### src/common/raycast_pkg.sv
`default_nettype none

package raycast_pkg;

    // ************************************************************
    // fixed point format
    // ************************************************************

    // Q8.8 signed, two's complement
    localparam int fixed_width = 16;
    localparam int frac_bits = 8;

    // column index, room for up to 512 columns
    localparam int column_width = 9;

    // four preset poses
    localparam int pose_sel_width = 2;

    // ************************************************************
    // ray record layout
    // ************************************************************

    // ray_dir_y sits in the low word, column index on top
    localparam int rec_dir_y_lsb = 0;
    localparam int rec_dir_x_lsb = rec_dir_y_lsb + fixed_width;
    localparam int rec_step_y_bit = rec_dir_x_lsb + fixed_width;
    localparam int rec_step_x_bit = rec_step_y_bit + 1;
    localparam int rec_last_bit = rec_step_x_bit + 1;
    localparam int rec_col_lsb = rec_last_bit + 1;

    // column, last, two step bits and two direction words
    localparam int setup_rec_width = rec_col_lsb + column_width;

    // ************************************************************
    // preset camera poses
    // ************************************************************

    // 0x0100 is 1.0, 0xff00 is -1.0, 0x00a9 is about 0.66
    // pose 2 is the same view as pose 1, only its position differed
    localparam logic [fixed_width-1:0] pose_dir_x [2**pose_sel_width] = '{
        16'h0100, 16'hff00, 16'hff00, 16'h0000
    };
    localparam logic [fixed_width-1:0] pose_dir_y [2**pose_sel_width] = '{
        16'h0000, 16'h0000, 16'h0000, 16'h0100
    };

    // camera plane, perpendicular to the direction
    localparam logic [fixed_width-1:0] pose_plane_x [2**pose_sel_width] = '{
        16'h0000, 16'h0000, 16'h0000, 16'h00a9
    };
    localparam logic [fixed_width-1:0] pose_plane_y [2**pose_sel_width] = '{
        16'h00a9, 16'h00a9, 16'h00a9, 16'h0000
    };

    // reciprocal of zero or of a very small component
    localparam logic [fixed_width-1:0] recip_saturate = '1;

endpackage

`default_nettype wire
### src/rtl/raycast_top.sv
`default_nettype none

module raycast_top #(
    parameter int num_columns = 320,
    parameter int fifo_depth = 16
) (
    input logic clk_pixel,
    input logic sys_rst,
    input logic [raycast_pkg::pose_sel_width-1:0] pose_sel,
    input logic start,
    input logic ray_ready,
    output logic busy,
    output logic ray_valid,
    output logic [raycast_pkg::column_width-1:0] ray_column,
    output logic ray_last,
    output logic [raycast_pkg::fixed_width-1:0] ray_dir_x,
    output logic [raycast_pkg::fixed_width-1:0] ray_dir_y,
    output logic step_x,
    output logic step_y,
    output logic [raycast_pkg::fixed_width-1:0] delta_dist_x,
    output logic [raycast_pkg::fixed_width-1:0] delta_dist_y
);

    // setup to fifo stream
    logic setup_valid;
    logic setup_ready;
    logic [raycast_pkg::setup_rec_width-1:0] setup_rec;

    // fifo to reciprocal unit stream
    logic fifo_valid;
    logic fifo_ready;
    logic [raycast_pkg::setup_rec_width-1:0] fifo_rec;

    // producer, one record per screen column
    ray_setup #(
        .num_columns(num_columns)
    ) ray_setup_inst (
        .clk_pixel(clk_pixel),
        .sys_rst(sys_rst),
        .pose_sel(pose_sel),
        .start(start),
        .setup_ready(setup_ready),
        .busy(busy),
        .setup_valid(setup_valid),
        .setup_rec(setup_rec)
    );

    // absorbs the divider latency
    ray_fifo #(
        .fifo_depth(fifo_depth),
        .width(raycast_pkg::setup_rec_width)
    ) ray_fifo_inst (
        .clk_pixel(clk_pixel),
        .sys_rst(sys_rst),
        .setup_valid(setup_valid),
        .setup_rec(setup_rec),
        .fifo_ready(fifo_ready),
        .setup_ready(setup_ready),
        .fifo_valid(fifo_valid),
        .fifo_rec(fifo_rec)
    );

    // consumer, delta distances per axis
    delta_dist_unit delta_dist_unit_inst (
        .clk_pixel(clk_pixel),
        .sys_rst(sys_rst),
        .fifo_valid(fifo_valid),
        .fifo_rec(fifo_rec),
        .ray_ready(ray_ready),
        .fifo_ready(fifo_ready),
        .ray_valid(ray_valid),
        .ray_column(ray_column),
        .ray_last(ray_last),
        .ray_dir_x(ray_dir_x),
        .ray_dir_y(ray_dir_y),
        .step_x(step_x),
        .step_y(step_y),
        .delta_dist_x(delta_dist_x),
        .delta_dist_y(delta_dist_y)
    );

endmodule

`default_nettype wire

### src/ray_setup/ray_setup.sv
`default_nettype none

module ray_setup #(
    parameter int num_columns = 320
) (
    input logic clk_pixel,
    input logic sys_rst,
    input logic [raycast_pkg::pose_sel_width-1:0] pose_sel,
    input logic start,
    input logic setup_ready,
    output logic busy,
    output logic setup_valid,
    output logic [raycast_pkg::setup_rec_width-1:0] setup_rec
);

    localparam int fw = raycast_pkg::fixed_width;
    localparam int cw = raycast_pkg::column_width;
    localparam logic [cw+8:0] num_cols_w = (cw+9)'(num_columns);
    localparam logic [cw-1:0] last_col = cw'(num_columns - 1);

    // frame control
    logic [raycast_pkg::pose_sel_width-1:0] pose_q;
    logic [cw-1:0] col_cnt;
    logic issuing;
    logic advance;
    logic issue;

    // camera_x and plane products
    logic [cw+8:0] cam_scaled;
    logic [cw+8:0] cam_div;
    logic signed [9:0] camera_x;
    logic signed [25:0] prod_x;
    logic signed [25:0] prod_y;

    // stage one registers
    logic s1_valid;
    logic [cw-1:0] s1_col;
    logic s1_last;
    logic signed [25:0] s1_prod_x;
    logic signed [25:0] s1_prod_y;

    // stage two sums
    logic [fw-1:0] ray_dir_x;
    logic [fw-1:0] ray_dir_y;

    // whole pipeline freezes while the fifo is full
    assign advance = setup_ready;
    assign issue = issuing && advance;

    // ************************************************************
    // stage one, camera_x = c * 512 / num_columns - 256
    // ************************************************************
    assign cam_scaled = {col_cnt, 9'd0};
    assign cam_div = cam_scaled / num_cols_w;
    // quotient stays below 512 for any valid column
    assign camera_x = $signed({1'b0, cam_div[8:0]}) - 10'sd256;
    assign prod_x = $signed(raycast_pkg::pose_plane_x[pose_q]) * camera_x;
    assign prod_y = $signed(raycast_pkg::pose_plane_y[pose_q]) * camera_x;

    // ************************************************************
    // stage two, dir + (plane * camera_x) >>> 8, wraps at 16 bits
    // ************************************************************
    assign ray_dir_x = raycast_pkg::pose_dir_x[pose_q] + s1_prod_x[raycast_pkg::frac_bits +: fw];
    assign ray_dir_y = raycast_pkg::pose_dir_y[pose_q] + s1_prod_y[raycast_pkg::frac_bits +: fw];

    // frame start, column issue, busy release
    always_ff @(posedge clk_pixel) begin
        if (sys_rst) begin
            busy <= 1'b0;
            issuing <= 1'b0;
            col_cnt <= '0;
            pose_q <= '0;
        end else if (start && !busy) begin
            busy <= 1'b1;
            issuing <= 1'b1;
            col_cnt <= '0;
            pose_q <= pose_sel;
        end else begin
            if (issue) begin
                if (col_cnt == last_col) begin
                    issuing <= 1'b0;
                end else begin
                    col_cnt <= col_cnt + 1'b1;
                end
            end
            // drop busy once the last record is in the fifo
            if (setup_valid && setup_ready && setup_rec[raycast_pkg::rec_last_bit]) begin
                busy <= 1'b0;
            end
        end
    end

    // valid bits of both stages
    always_ff @(posedge clk_pixel) begin
        if (sys_rst) begin
            s1_valid <= 1'b0;
            setup_valid <= 1'b0;
        end else if (advance) begin
            s1_valid <= issue;
            setup_valid <= s1_valid;
        end
    end

    // data path, moves with the valid bits
    always_ff @(posedge clk_pixel) begin
        if (advance) begin
            s1_col <= col_cnt;
            s1_last <= (col_cnt == last_col);
            s1_prod_x <= prod_x;
            s1_prod_y <= prod_y;
            setup_rec[raycast_pkg::rec_col_lsb +: cw] <= s1_col;
            setup_rec[raycast_pkg::rec_last_bit] <= s1_last;
            // step toward negative when the component is negative
            setup_rec[raycast_pkg::rec_step_x_bit] <= ray_dir_x[fw-1];
            setup_rec[raycast_pkg::rec_step_y_bit] <= ray_dir_y[fw-1];
            setup_rec[raycast_pkg::rec_dir_x_lsb +: fw] <= ray_dir_x;
            setup_rec[raycast_pkg::rec_dir_y_lsb +: fw] <= ray_dir_y;
        end
    end

endmodule

`default_nettype wire

### src/rtl/ray_fifo.sv
`default_nettype none

module ray_fifo #(
    parameter int fifo_depth = 16,
    parameter int width = 44
) (
    input logic clk_pixel,
    input logic sys_rst,
    input logic setup_valid,
    input logic [width-1:0] setup_rec,
    input logic fifo_ready,
    output logic setup_ready,
    output logic fifo_valid,
    output logic [width-1:0] fifo_rec
);

    localparam int ptr_width = (fifo_depth > 1) ? $clog2(fifo_depth) : 1;
    localparam int cnt_width = $clog2(fifo_depth + 1);
    localparam logic [ptr_width-1:0] ptr_last = ptr_width'(fifo_depth - 1);
    localparam logic [cnt_width-1:0] cnt_full = cnt_width'(fifo_depth);

    // record storage
    logic [width-1:0] mem [fifo_depth];

    logic [ptr_width-1:0] wr_ptr;
    logic [ptr_width-1:0] rd_ptr;
    logic [cnt_width-1:0] count;
    logic wr_en;
    logic rd_en;

    // full and empty straight from the count
    assign setup_ready = (count != cnt_full);
    assign fifo_valid = (count != '0);
    assign wr_en = setup_valid && setup_ready;
    assign rd_en = fifo_valid && fifo_ready;

    // head of queue, readable right after the write edge
    assign fifo_rec = mem[rd_ptr];

    always_ff @(posedge clk_pixel) begin
        if (wr_en) begin
            mem[wr_ptr] <= setup_rec;
        end
    end

    always_ff @(posedge clk_pixel) begin
        if (sys_rst) begin
            wr_ptr <= '0;
            rd_ptr <= '0;
            count <= '0;
        end else begin
            // pointers wrap at the depth, which need not be a power of two
            if (wr_en) begin
                wr_ptr <= (wr_ptr == ptr_last) ? '0 : wr_ptr + 1'b1;
            end
            if (rd_en) begin
                rd_ptr <= (rd_ptr == ptr_last) ? '0 : rd_ptr + 1'b1;
            end
            // read and write together leave the count alone
            case ({wr_en, rd_en})
                2'b10: count <= count + 1'b1;
                2'b01: count <= count - 1'b1;
                default: count <= count;
            endcase
        end
    end

endmodule

`default_nettype wire

### src/delta_dist/delta_dist_unit.sv
`default_nettype none

module delta_dist_unit (
    input logic clk_pixel,
    input logic sys_rst,
    input logic fifo_valid,
    input logic [raycast_pkg::setup_rec_width-1:0] fifo_rec,
    input logic ray_ready,
    output logic fifo_ready,
    output logic ray_valid,
    output logic [raycast_pkg::column_width-1:0] ray_column,
    output logic ray_last,
    output logic [raycast_pkg::fixed_width-1:0] ray_dir_x,
    output logic [raycast_pkg::fixed_width-1:0] ray_dir_y,
    output logic step_x,
    output logic step_y,
    output logic [raycast_pkg::fixed_width-1:0] delta_dist_x,
    output logic [raycast_pkg::fixed_width-1:0] delta_dist_y
);

    localparam int fw = raycast_pkg::fixed_width;

    typedef enum logic [1:0] {
        st_idle,
        st_divide,
        st_present
    } state_t;

    state_t state;

    // held copy of the accepted record
    logic [raycast_pkg::setup_rec_width-1:0] rec_q;
    logic accept;
    logic [fw-1:0] in_dir_x;
    logic [fw-1:0] in_dir_y;
    logic [fw-1:0] mag_x;
    logic [fw-1:0] mag_y;
    logic done_x;
    logic done_y;
    logic [fw-1:0] quot_x;
    logic [fw-1:0] quot_y;

    // take a new record only when idle
    assign fifo_ready = (state == st_idle);
    assign accept = fifo_valid && fifo_ready;

    // magnitude from the step bit, which is the sign
    assign in_dir_x = fifo_rec[raycast_pkg::rec_dir_x_lsb +: fw];
    assign in_dir_y = fifo_rec[raycast_pkg::rec_dir_y_lsb +: fw];
    assign mag_x = fifo_rec[raycast_pkg::rec_step_x_bit] ? -in_dir_x : in_dir_x;
    assign mag_y = fifo_rec[raycast_pkg::rec_step_y_bit] ? -in_dir_y : in_dir_y;

    // both dividers start on the accept cycle and finish together
    recip_divider recip_x_inst (
        .clk_pixel(clk_pixel),
        .sys_rst(sys_rst),
        .go(accept),
        .magnitude(mag_x),
        .done(done_x),
        .quotient(quot_x)
    );

    recip_divider recip_y_inst (
        .clk_pixel(clk_pixel),
        .sys_rst(sys_rst),
        .go(accept),
        .magnitude(mag_y),
        .done(done_y),
        .quotient(quot_y)
    );

    // ************************************************************
    // idle -> divide -> present
    // ************************************************************
    always_ff @(posedge clk_pixel) begin
        if (sys_rst) begin
            state <= st_idle;
        end else begin
            case (state)
                st_idle: if (accept) state <= st_divide;
                st_divide: if (done_x && done_y) state <= st_present;
                st_present: if (ray_ready) state <= st_idle;
                default: state <= st_idle;
            endcase
        end
    end

    // record and results, held until taken
    always_ff @(posedge clk_pixel) begin
        if (accept) begin
            rec_q <= fifo_rec;
        end
        if (state == st_divide && done_x && done_y) begin
            delta_dist_x <= quot_x;
            delta_dist_y <= quot_y;
        end
    end

    assign ray_valid = (state == st_present);
    assign ray_column = rec_q[raycast_pkg::rec_col_lsb +: raycast_pkg::column_width];
    assign ray_last = rec_q[raycast_pkg::rec_last_bit];
    assign ray_dir_x = rec_q[raycast_pkg::rec_dir_x_lsb +: fw];
    assign ray_dir_y = rec_q[raycast_pkg::rec_dir_y_lsb +: fw];
    assign step_x = rec_q[raycast_pkg::rec_step_x_bit];
    assign step_y = rec_q[raycast_pkg::rec_step_y_bit];

endmodule

`default_nettype wire

### src/delta_dist/recip_divider.sv
`default_nettype none

module recip_divider (
    input logic clk_pixel,
    input logic sys_rst,
    input logic go,
    input logic [raycast_pkg::fixed_width-1:0] magnitude,
    output logic done,
    output logic [raycast_pkg::fixed_width-1:0] quotient
);

    localparam int fw = raycast_pkg::fixed_width;
    // steps after the one taken on the go edge
    localparam logic [4:0] more_steps = 5'(fw);
    // dividend 0x10000 shifts in a one first, zeros after
    localparam logic [fw:0] first_trial = (fw+1)'(1);

    logic running;
    logic [4:0] steps_left;
    logic [fw-1:0] divisor;
    logic [fw-1:0] rem;
    logic [fw:0] quo;

    // one restoring step
    logic [fw-1:0] div_cur;
    logic [fw:0] trial;
    logic [fw:0] trial_diff;
    logic fits;

    // first step runs straight off the input magnitude
    assign div_cur = go ? magnitude : divisor;
    assign trial = go ? first_trial : {rem, 1'b0};
    assign trial_diff = trial - {1'b0, div_cur};
    assign fits = (trial >= {1'b0, div_cur});

    // step counter and done pulse
    always_ff @(posedge clk_pixel) begin
        if (sys_rst) begin
            running <= 1'b0;
            steps_left <= '0;
            done <= 1'b0;
        end else begin
            done <= 1'b0;
            if (go) begin
                running <= 1'b1;
                steps_left <= more_steps;
            end else if (running) begin
                steps_left <= steps_left - 1'b1;
                if (steps_left == 5'd1) begin
                    running <= 1'b0;
                    done <= 1'b1;
                end
            end
        end
    end

    // remainder stays below the divisor, so 16 bits hold it
    always_ff @(posedge clk_pixel) begin
        if (go || running) begin
            divisor <= div_cur;
            rem <= fits ? trial_diff[fw-1:0] : trial[fw-1:0];
            quo <= go ? {{fw{1'b0}}, fits} : {quo[fw-1:0], fits};
        end
    end

    // divide by zero or by one overflows 16 bits
    assign quotient = (divisor == '0 || quo[fw]) ? raycast_pkg::recip_saturate : quo[fw-1:0];

endmodule

`default_nettype wire

### config.mk
export PLATFORM = sky130hd
export DESIGN_NAME = raycast_top
export DESIGN_NICKNAME = d
export VERILOG_FILES = /design/src/common/raycast_pkg.sv /design/src/rtl/raycast_top.sv /design/src/ray_setup/ray_setup.sv /design/src/rtl/ray_fifo.sv /design/src/delta_dist/delta_dist_unit.sv /design/src/delta_dist/recip_divider.sv
export SDC_FILE = /design/constraint.sdc
export NUM_CORES = 1
export LEC_CHECK = 0
export BUFFER_PORTS_ARGS = -buffer_cell sky130_fd_sc_hd__buf_2
export CORE_UTILIZATION = 30
export CTS_CLUSTER_SIZE = 25
export DETAILED_ROUTE_END_ITERATION = 8
export SETUP_SLACK_MARGIN = 0.2
export SYNTH_ARGS = -nofsm -noshare
export SYNTH_HDL_FRONTEND = slang
export SYNTH_SLANG_ARGS = --single-unit
### constraint.sdc
create_clock -name clk_pixel -period 11 [get_ports clk_pixel]
set_input_delay 0.55 -clock clk_pixel [delete_from_list [all_inputs] [get_ports clk_pixel]]
set_output_delay 0.55 -clock clk_pixel [all_outputs]
set_load 0.005 [all_outputs]
Word level (Yosys, flattened, before mapping) --
Memory sizes are Yosys's and may differ from the RTL's. A register that Yosys moved wholly into a read port is not among the register bits. Cells that the tools add are included.
Word-level totals: register bits after elaboration 320, logic and storage cells 150, memories kept 1, RAM bits 704, bits of input ports 6
Operators by class: divide/modulo/power cells 1, eq/ne operators 13, $mul 2, magnitude comparators 3, muxes and demuxes 48, bitwise logic cells 4, $add $sub $neg 14, reductions and logical operators 30
Memory list:
- ray_fifo_inst.mem | words 16, bits a word 44, rd ports 1, clocked after memory_dff 1, wr ports 1, RTL line ray_fifo.sv:23 | logic [width-1:0] mem [fifo_depth];
Operators with widths (count):
- two-way mux 16 bit | 14
- binary-select mux 16 bit (select 2 bit) | 4
- multiplier 16 x 10 -> 24 bit | 2
- >= comparator 17 x 16 -> 1 bit | 2
- two-way mux 17 bit | 2
- adder 16 bit | 2
- logical NOT 16 bit | 2
- negator 16 bit | 2
- subtractor 16 bit | 2
- two-way mux 5 bit | 4
- divider 18 x 9 -> 18 bit, second input constant | 1
- two-way mux 4 bit | 4
- two-way mux 1 bit | 15
- subtractor 5 x 1 -> 5 bit, second input constant | 3
- nonzero test 2 bit | 6
- == test 5 x 1 -> 1 bit, second input constant | 2
- one-hot mux 5 bit (2 select lines) | 1
- subtractor 9 x 9 -> 10 bit, second input constant | 1
- adder 9 x 1 -> 9 bit, second input constant | 1
- == test 9 bit, second input constant | 1
- adder 4 x 1 -> 4 bit, second input constant | 2
- == test 4 bit, second input constant | 2
- logical AND 1 bit | 8
- two-way mux 2 bit | 3
- 18 further kinds | 29

Logic depth before layout (Yosys ltp) --
depth after elaboration 5, depth in mapped cells 38, gate-level depth less buffers 35

Hierarchy --
Synthesis repeated with hierarchy kept, for this count alone.
Unflattened totals: cell total of the unflattened synthesis 2735, area total of the unflattened synthesis 45916.5 µm²
Modules (own cells, without submodules):
- ray_fifo | cells each 1093, seq. area each 21480.6 µm², area each 27521.4 µm², instances 1
- ray_setup | cells each 841, seq. area each 2822.7 µm², area each 8663.3 µm², instances 1
- recip_divider (delta_dist_unit_inst.recip_y_inst) | cells each 316, seq. area each 1611.5 µm², area each 3373.2 µm², instances 1
- recip_divider (delta_dist_unit_inst.recip_x_inst) | cells each 310, seq. area each 1611.5 µm², area each 3368.2 µm², instances 1
- delta_dist_unit | cells each 175, seq. area each 2322.2 µm², area each 2990.4 µm², instances 1

Least setup slack after synthesis --
OpenSTA, ideal clock, no wires.
path type reg-to-reg, from register ray_setup_inst.col_cnt[8], to register ray_setup_inst.s1_prod_y[17] (data pin), setup time 272 ps, cell stages (with the launch flop) 34, period minus slack after synthesis 7874 ps, setup slack 3126 ps, arrival time 7602 ps, data required time 10728 ps, cell sequence dfxtp_1 > buf_2 > nor2b_4 > mux2_1 > a221o_1 > o22ai_2 > nand2_1 > nor3_2 > nor2_1 > ha_1 > nor3_1 > o31ai_1 > o311ai_2 > a21oi_1 > nand2_1 > ha_1 > a31oi_1 > a211oi_1 > nor2_1 > ha_1 > ha_1 > ha_1 > fa_1 > ha_1 > ha_1 > and4_1 > and3_1 > a22oi_1 > a31oi_1 > a41oi_1 > a21oi_1 > a21oi_1 > o21bai_1 > xnor2_1
On the way: cells in the longest elaborated chain, start to end 3
RTL lines:
- start: declaration | RTL line ray_setup.sv:23 | logic [cw-1:0] col_cnt;
- start signal: assignment | RTL line ray_setup.sv:83 | col_cnt <= col_cnt + 1'b1;
- divider 18 x 9 -> 18 bit | RTL line ray_setup.sv:54 | assign cam_div = cam_scaled / num_cols_w;
- subtractor 9 x 9 -> 10 bit | RTL line ray_setup.sv:56 | assign camera_x = $signed({1'b0, cam_div[8:0]}) - 10'sd256;
- multiplier 16 x 10 -> 24 bit | RTL line ray_setup.sv:58 | assign prod_y = $signed(raycast_pkg::pose_plane_y[pose_q]) * camera_x;
- via ray_setup_inst.prod_y[17] | RTL line ray_setup.sv:33 | logic signed [25:0] prod_y;
- end signal: assignment | RTL line ray_setup.sv:110 | s1_prod_y <= prod_y;
- end: declaration | RTL line ray_setup.sv:40 | logic signed [25:0] s1_prod_y;
The timed path passes the listed nets, and every way through them passes these cells. A chain may end at the register's enable or synchronous reset.

Worst setup path after layout --
from register ray_setup_inst.col_cnt[5], to register ray_setup_inst.s1_prod_y[17] (data pin)
The elaborated chain is that of the path after synthesis.

==> results.md <==
* Status: finished, final reports clean
* Critical Path RT at 11380 ps
* PD cells at 251 mW/mm^2
* Synth Flop Type: edfxtp_1
* Top-area cell type share of the netlist area at 0.645
* Post-route setup TNS at 0 ps
* Gpl congestion at 0.814
* TritonCTS clock tree: done
* Worst R2R End: ray_setup_inst.s1_prod_y[17]$_DFFE_PN_
* Layout net count at 2909
* Post-synth EDFFs at 928
* Slowest-stage cell, CP: dfxtp_1
* Port bufs at 83
* DP Wirelength at 55500 um
* Vias at 22600
* Share of cells above drive strength 1 at 0.195
* Leading area contributor after synthesis: edfxtp_1
* Critical path endpoint category: flop
* Crit path arrival time at 9840 ps
* Num Clock Sinks at 976
* Row count at 138
* Final Skew at 27.6 ps
* Iter 0 DRT Violations at 1823
* N_diodes at 0
* Leak Pwr at 16.7 nW
* Area contributors post-synth: edfxtp_1 (64%), mux4_2 (11%), ha_1 (4.5%)
* GRT Total Usage at 0.129
* Later-pin clock latency in the skew report at 680 ps
* Clk buf depth at 3
* Max_cap viols at 0
* Drt total wl at 95500 um
* Most frequent cells in the layout: edfxtp_1 (928), mux4_2 (210), ha_1 (156), inv_1 (134), nor2_1 (125)
* Syn avg cell area at 16.6 sq um
* # hold bufs at CTS at 0
* H-tree lvl count at 3
* Largest net degree at the start of global routing at 66
* CP Depth at 33
* Clk pin slew, worst setup/hold paths at 60 ps
* Max rail drop VDD at 161 uV
* CP Launch Type: flop
* Crit path top cell by count: ha_1
* Async SR Flop Fraction at 0
* DRC at 0
* Die Width at 382 um
* Worst Reg-to-Reg Cells at 33
* Library cells used by synthesis at 87
* Routed Antenna Nets at 0
* CP endpoint: ray_setup_inst.s1_prod_y[17]$_DFFE_PN_
* Most common cell after layout, fill and taps aside: edfxtp_1
* Crit path buffers/inverters at 0
* GRT busiest layer: met2
* Area of the core at 0.142 sq mm
* Slew Viols, Final at 0
* Initial core utilization at 0.304
* Fmax at 106 MHz
* Syn Nets at 2803
* Setup-failing EPs final at 0
* Initial antenna violation count at 1
* Critical path class: flop to flop
* DR WL/cell at 20.4 um
* Final min period at 9460 ps
* GR met1 Demand/Resource at 0.169
* Via density at 4.81
* FF+latch count, synth at 976
* RSZ-0062 raised after global routing: false
* CP Max Fanout at 25
* Crit path largest cell delay at 910 ps
* Synth Warn # at 0
* GR Util met2 at 0.223
* Worst hold margin at 171 ps
* Num CTS Buffers at 98
* First-pass DRT Iterations at 5
* Area Overhead vs Synth at 14.0%
* Worst R2R Start: ray_setup_inst.col_cnt[5]$_SDFFE_PP0P_
* Fin worst setup slack at 1540 ps
* Sequential-to-total area share from yosys stat at 0.667
* CTS root buffer: clkbuf_16
* First-pass GRT wire length at 143000 um
* Ports at 84
* Worst slew pin tran at 999 ps
* Die H at 382 um
* Post-CTS resize count at 0
* Worst setup path startpoint: ray_setup_inst.col_cnt[5]$_SDFFE_PP0P_
* Worst slack at placement at 1710 ps
* Reg2Reg Setup Slack at 1540 ps
* Tcrit/Tclk final at 0.860
* Vias in the first global route at 22500
* Mapped Area at 0.0432 sq mm
* Postcts setup bufs at 0
* Worst hold path class: primary input to flop
* GR Util met3 at 0.0202
* CP top delay family: compound AO/OA/AOI/OAI gates
* Remaining Overflow, GRT at 0
* Max_slew headroom at 0.334
* Power, Total at 12.4 mW
* Hold Vio Cnt, Final at 0
* Mapped Cells at 2612
* Final Util at 0.346
* Die area at 0.146 sq mm
Yosys cell counts (all sizes together), types with 28 or more instances:
cell type and count:
edfxtp 928, a21oi 76, o21ai 74, dfxtp 48, mux4 210, and2 63, xnor2 56, nand2 124
clkbuf 74, inv 136, nand2b 55, fa 29, nor2 138, o21a 29, xor2 41, ha 156
nor3 28, buf 40
worst min-delay path, delay by kind of cell:
| kind | cells | cell delay [ps] |
|---|---|---|
| buffers and inverters | 1 | 100 |
| AOI/OAI and AO/OA | 1 | 50 |
| and+or+nand+nor | 1 | 80 |
stage by stage:
stage,std cells,cell area [sq um]
2_1_floorplan,2612,43200
3_3_place_gp,4508,46000
3_5_place_dp,4508,46000
4_1_cts,4690,49300
5_1_grt,4690,49300
6_report,4690,49300
how the worst min path moves through the flow:
stage,start,endpoint,slack (ps),cells after the start
2_1_floorplan,ray_setup_inst.s1_prod_y[8]$_DFFE_PN_,ray_setup_inst.setup_rec[0]$_DFFE_PN_,400,0
3_3_place_gp,ray_setup_inst.s1_col[0]$_DFFE_PN_,ray_setup_inst.setup_rec[35]$_DFFE_PN_,400,0
3_5_place_dp,ray_setup_inst.s1_prod_y[9]$_DFFE_PN_,ray_setup_inst.setup_rec[1]$_DFFE_PN_,400,0
4_1_cts,start,ray_setup_inst.busy$_SDFFE_PP0P_,120,3
5_1_grt,start,ray_setup_inst.busy$_SDFFE_PP0P_,170,3
6_report,start,ray_setup_inst.busy$_SDFFE_PP0P_,170,3
power by group:
part | internal, mW | switching [mW] | total [mW]
Sequential | 5.04 | 0.436 | 5.48
Combinational | 1.60 | 1.90 | 3.49
Clock | 2.00 | 1.42 | 3.42
Total | 8.64 | 3.75 | 12.4
per-layer routing:
| layer | vias up | wire length [um] |
|---|---|---|
| met2 | 593 | 47900 |
| met4 | 2 | 1780 |
| li1 | 10300 | - |
| met3 | 112 | 4850 |
| met5 | - | 10 |
| met1 | 11500 | 40900 |
logic make-up after synthesis:
kind of cell / after synthesis / synth area share
other cells: 2 / 0.000174
mux: 254 / 0.120
simple gates: 539 / 0.0637
compound gates: 308 / 0.0476
xor+xnor: 97 / 0.0197
flops: 976 / 0.667
buf+inv: 251 / 0.0231
fa+ha+maj: 185 / 0.0586
registers in the layout, indices dropped and copies added, names as in the netlist, 9 cells and up, named ones only:
name                                       cells
ray_fifo_inst.mem                            672
delta_dist_unit_inst.recip_y_inst.rem         16
delta_dist_unit_inst.recip_x_inst.quo         17
delta_dist_unit_inst.delta_dist_y             16
delta_dist_unit_inst.recip_y_inst.quo         17
delta_dist_unit_inst.recip_x_inst.rem         16
ray_setup_inst.s1_prod_y                      16
ray_setup_inst.s1_prod_x                      16
ray_setup_inst.col_cnt                         9
delta_dist_unit_inst.delta_dist_x             16
ray_setup_inst.setup_rec                      42
delta_dist_unit_inst.recip_y_inst.divisor     16
delta_dist_unit_inst.recip_x_inst.divisor     16
ray_setup_inst.s1_col                          9
delta_dist_unit_inst.rec_q                    42
layout make-up:
cell class                      count  area (sq um)
Timing Repair Buffer              120           731
Multi-Input combinational cell   1385         13500
Tap cell                         1890          2360
Clock buffer                      118          2570
Clock inverter                     64           722
Sequential cell                   976         28800
Fill cell                       13400         93000
Inverter                          137           517
Note: power is estimated with default switching activity, not from simulation.
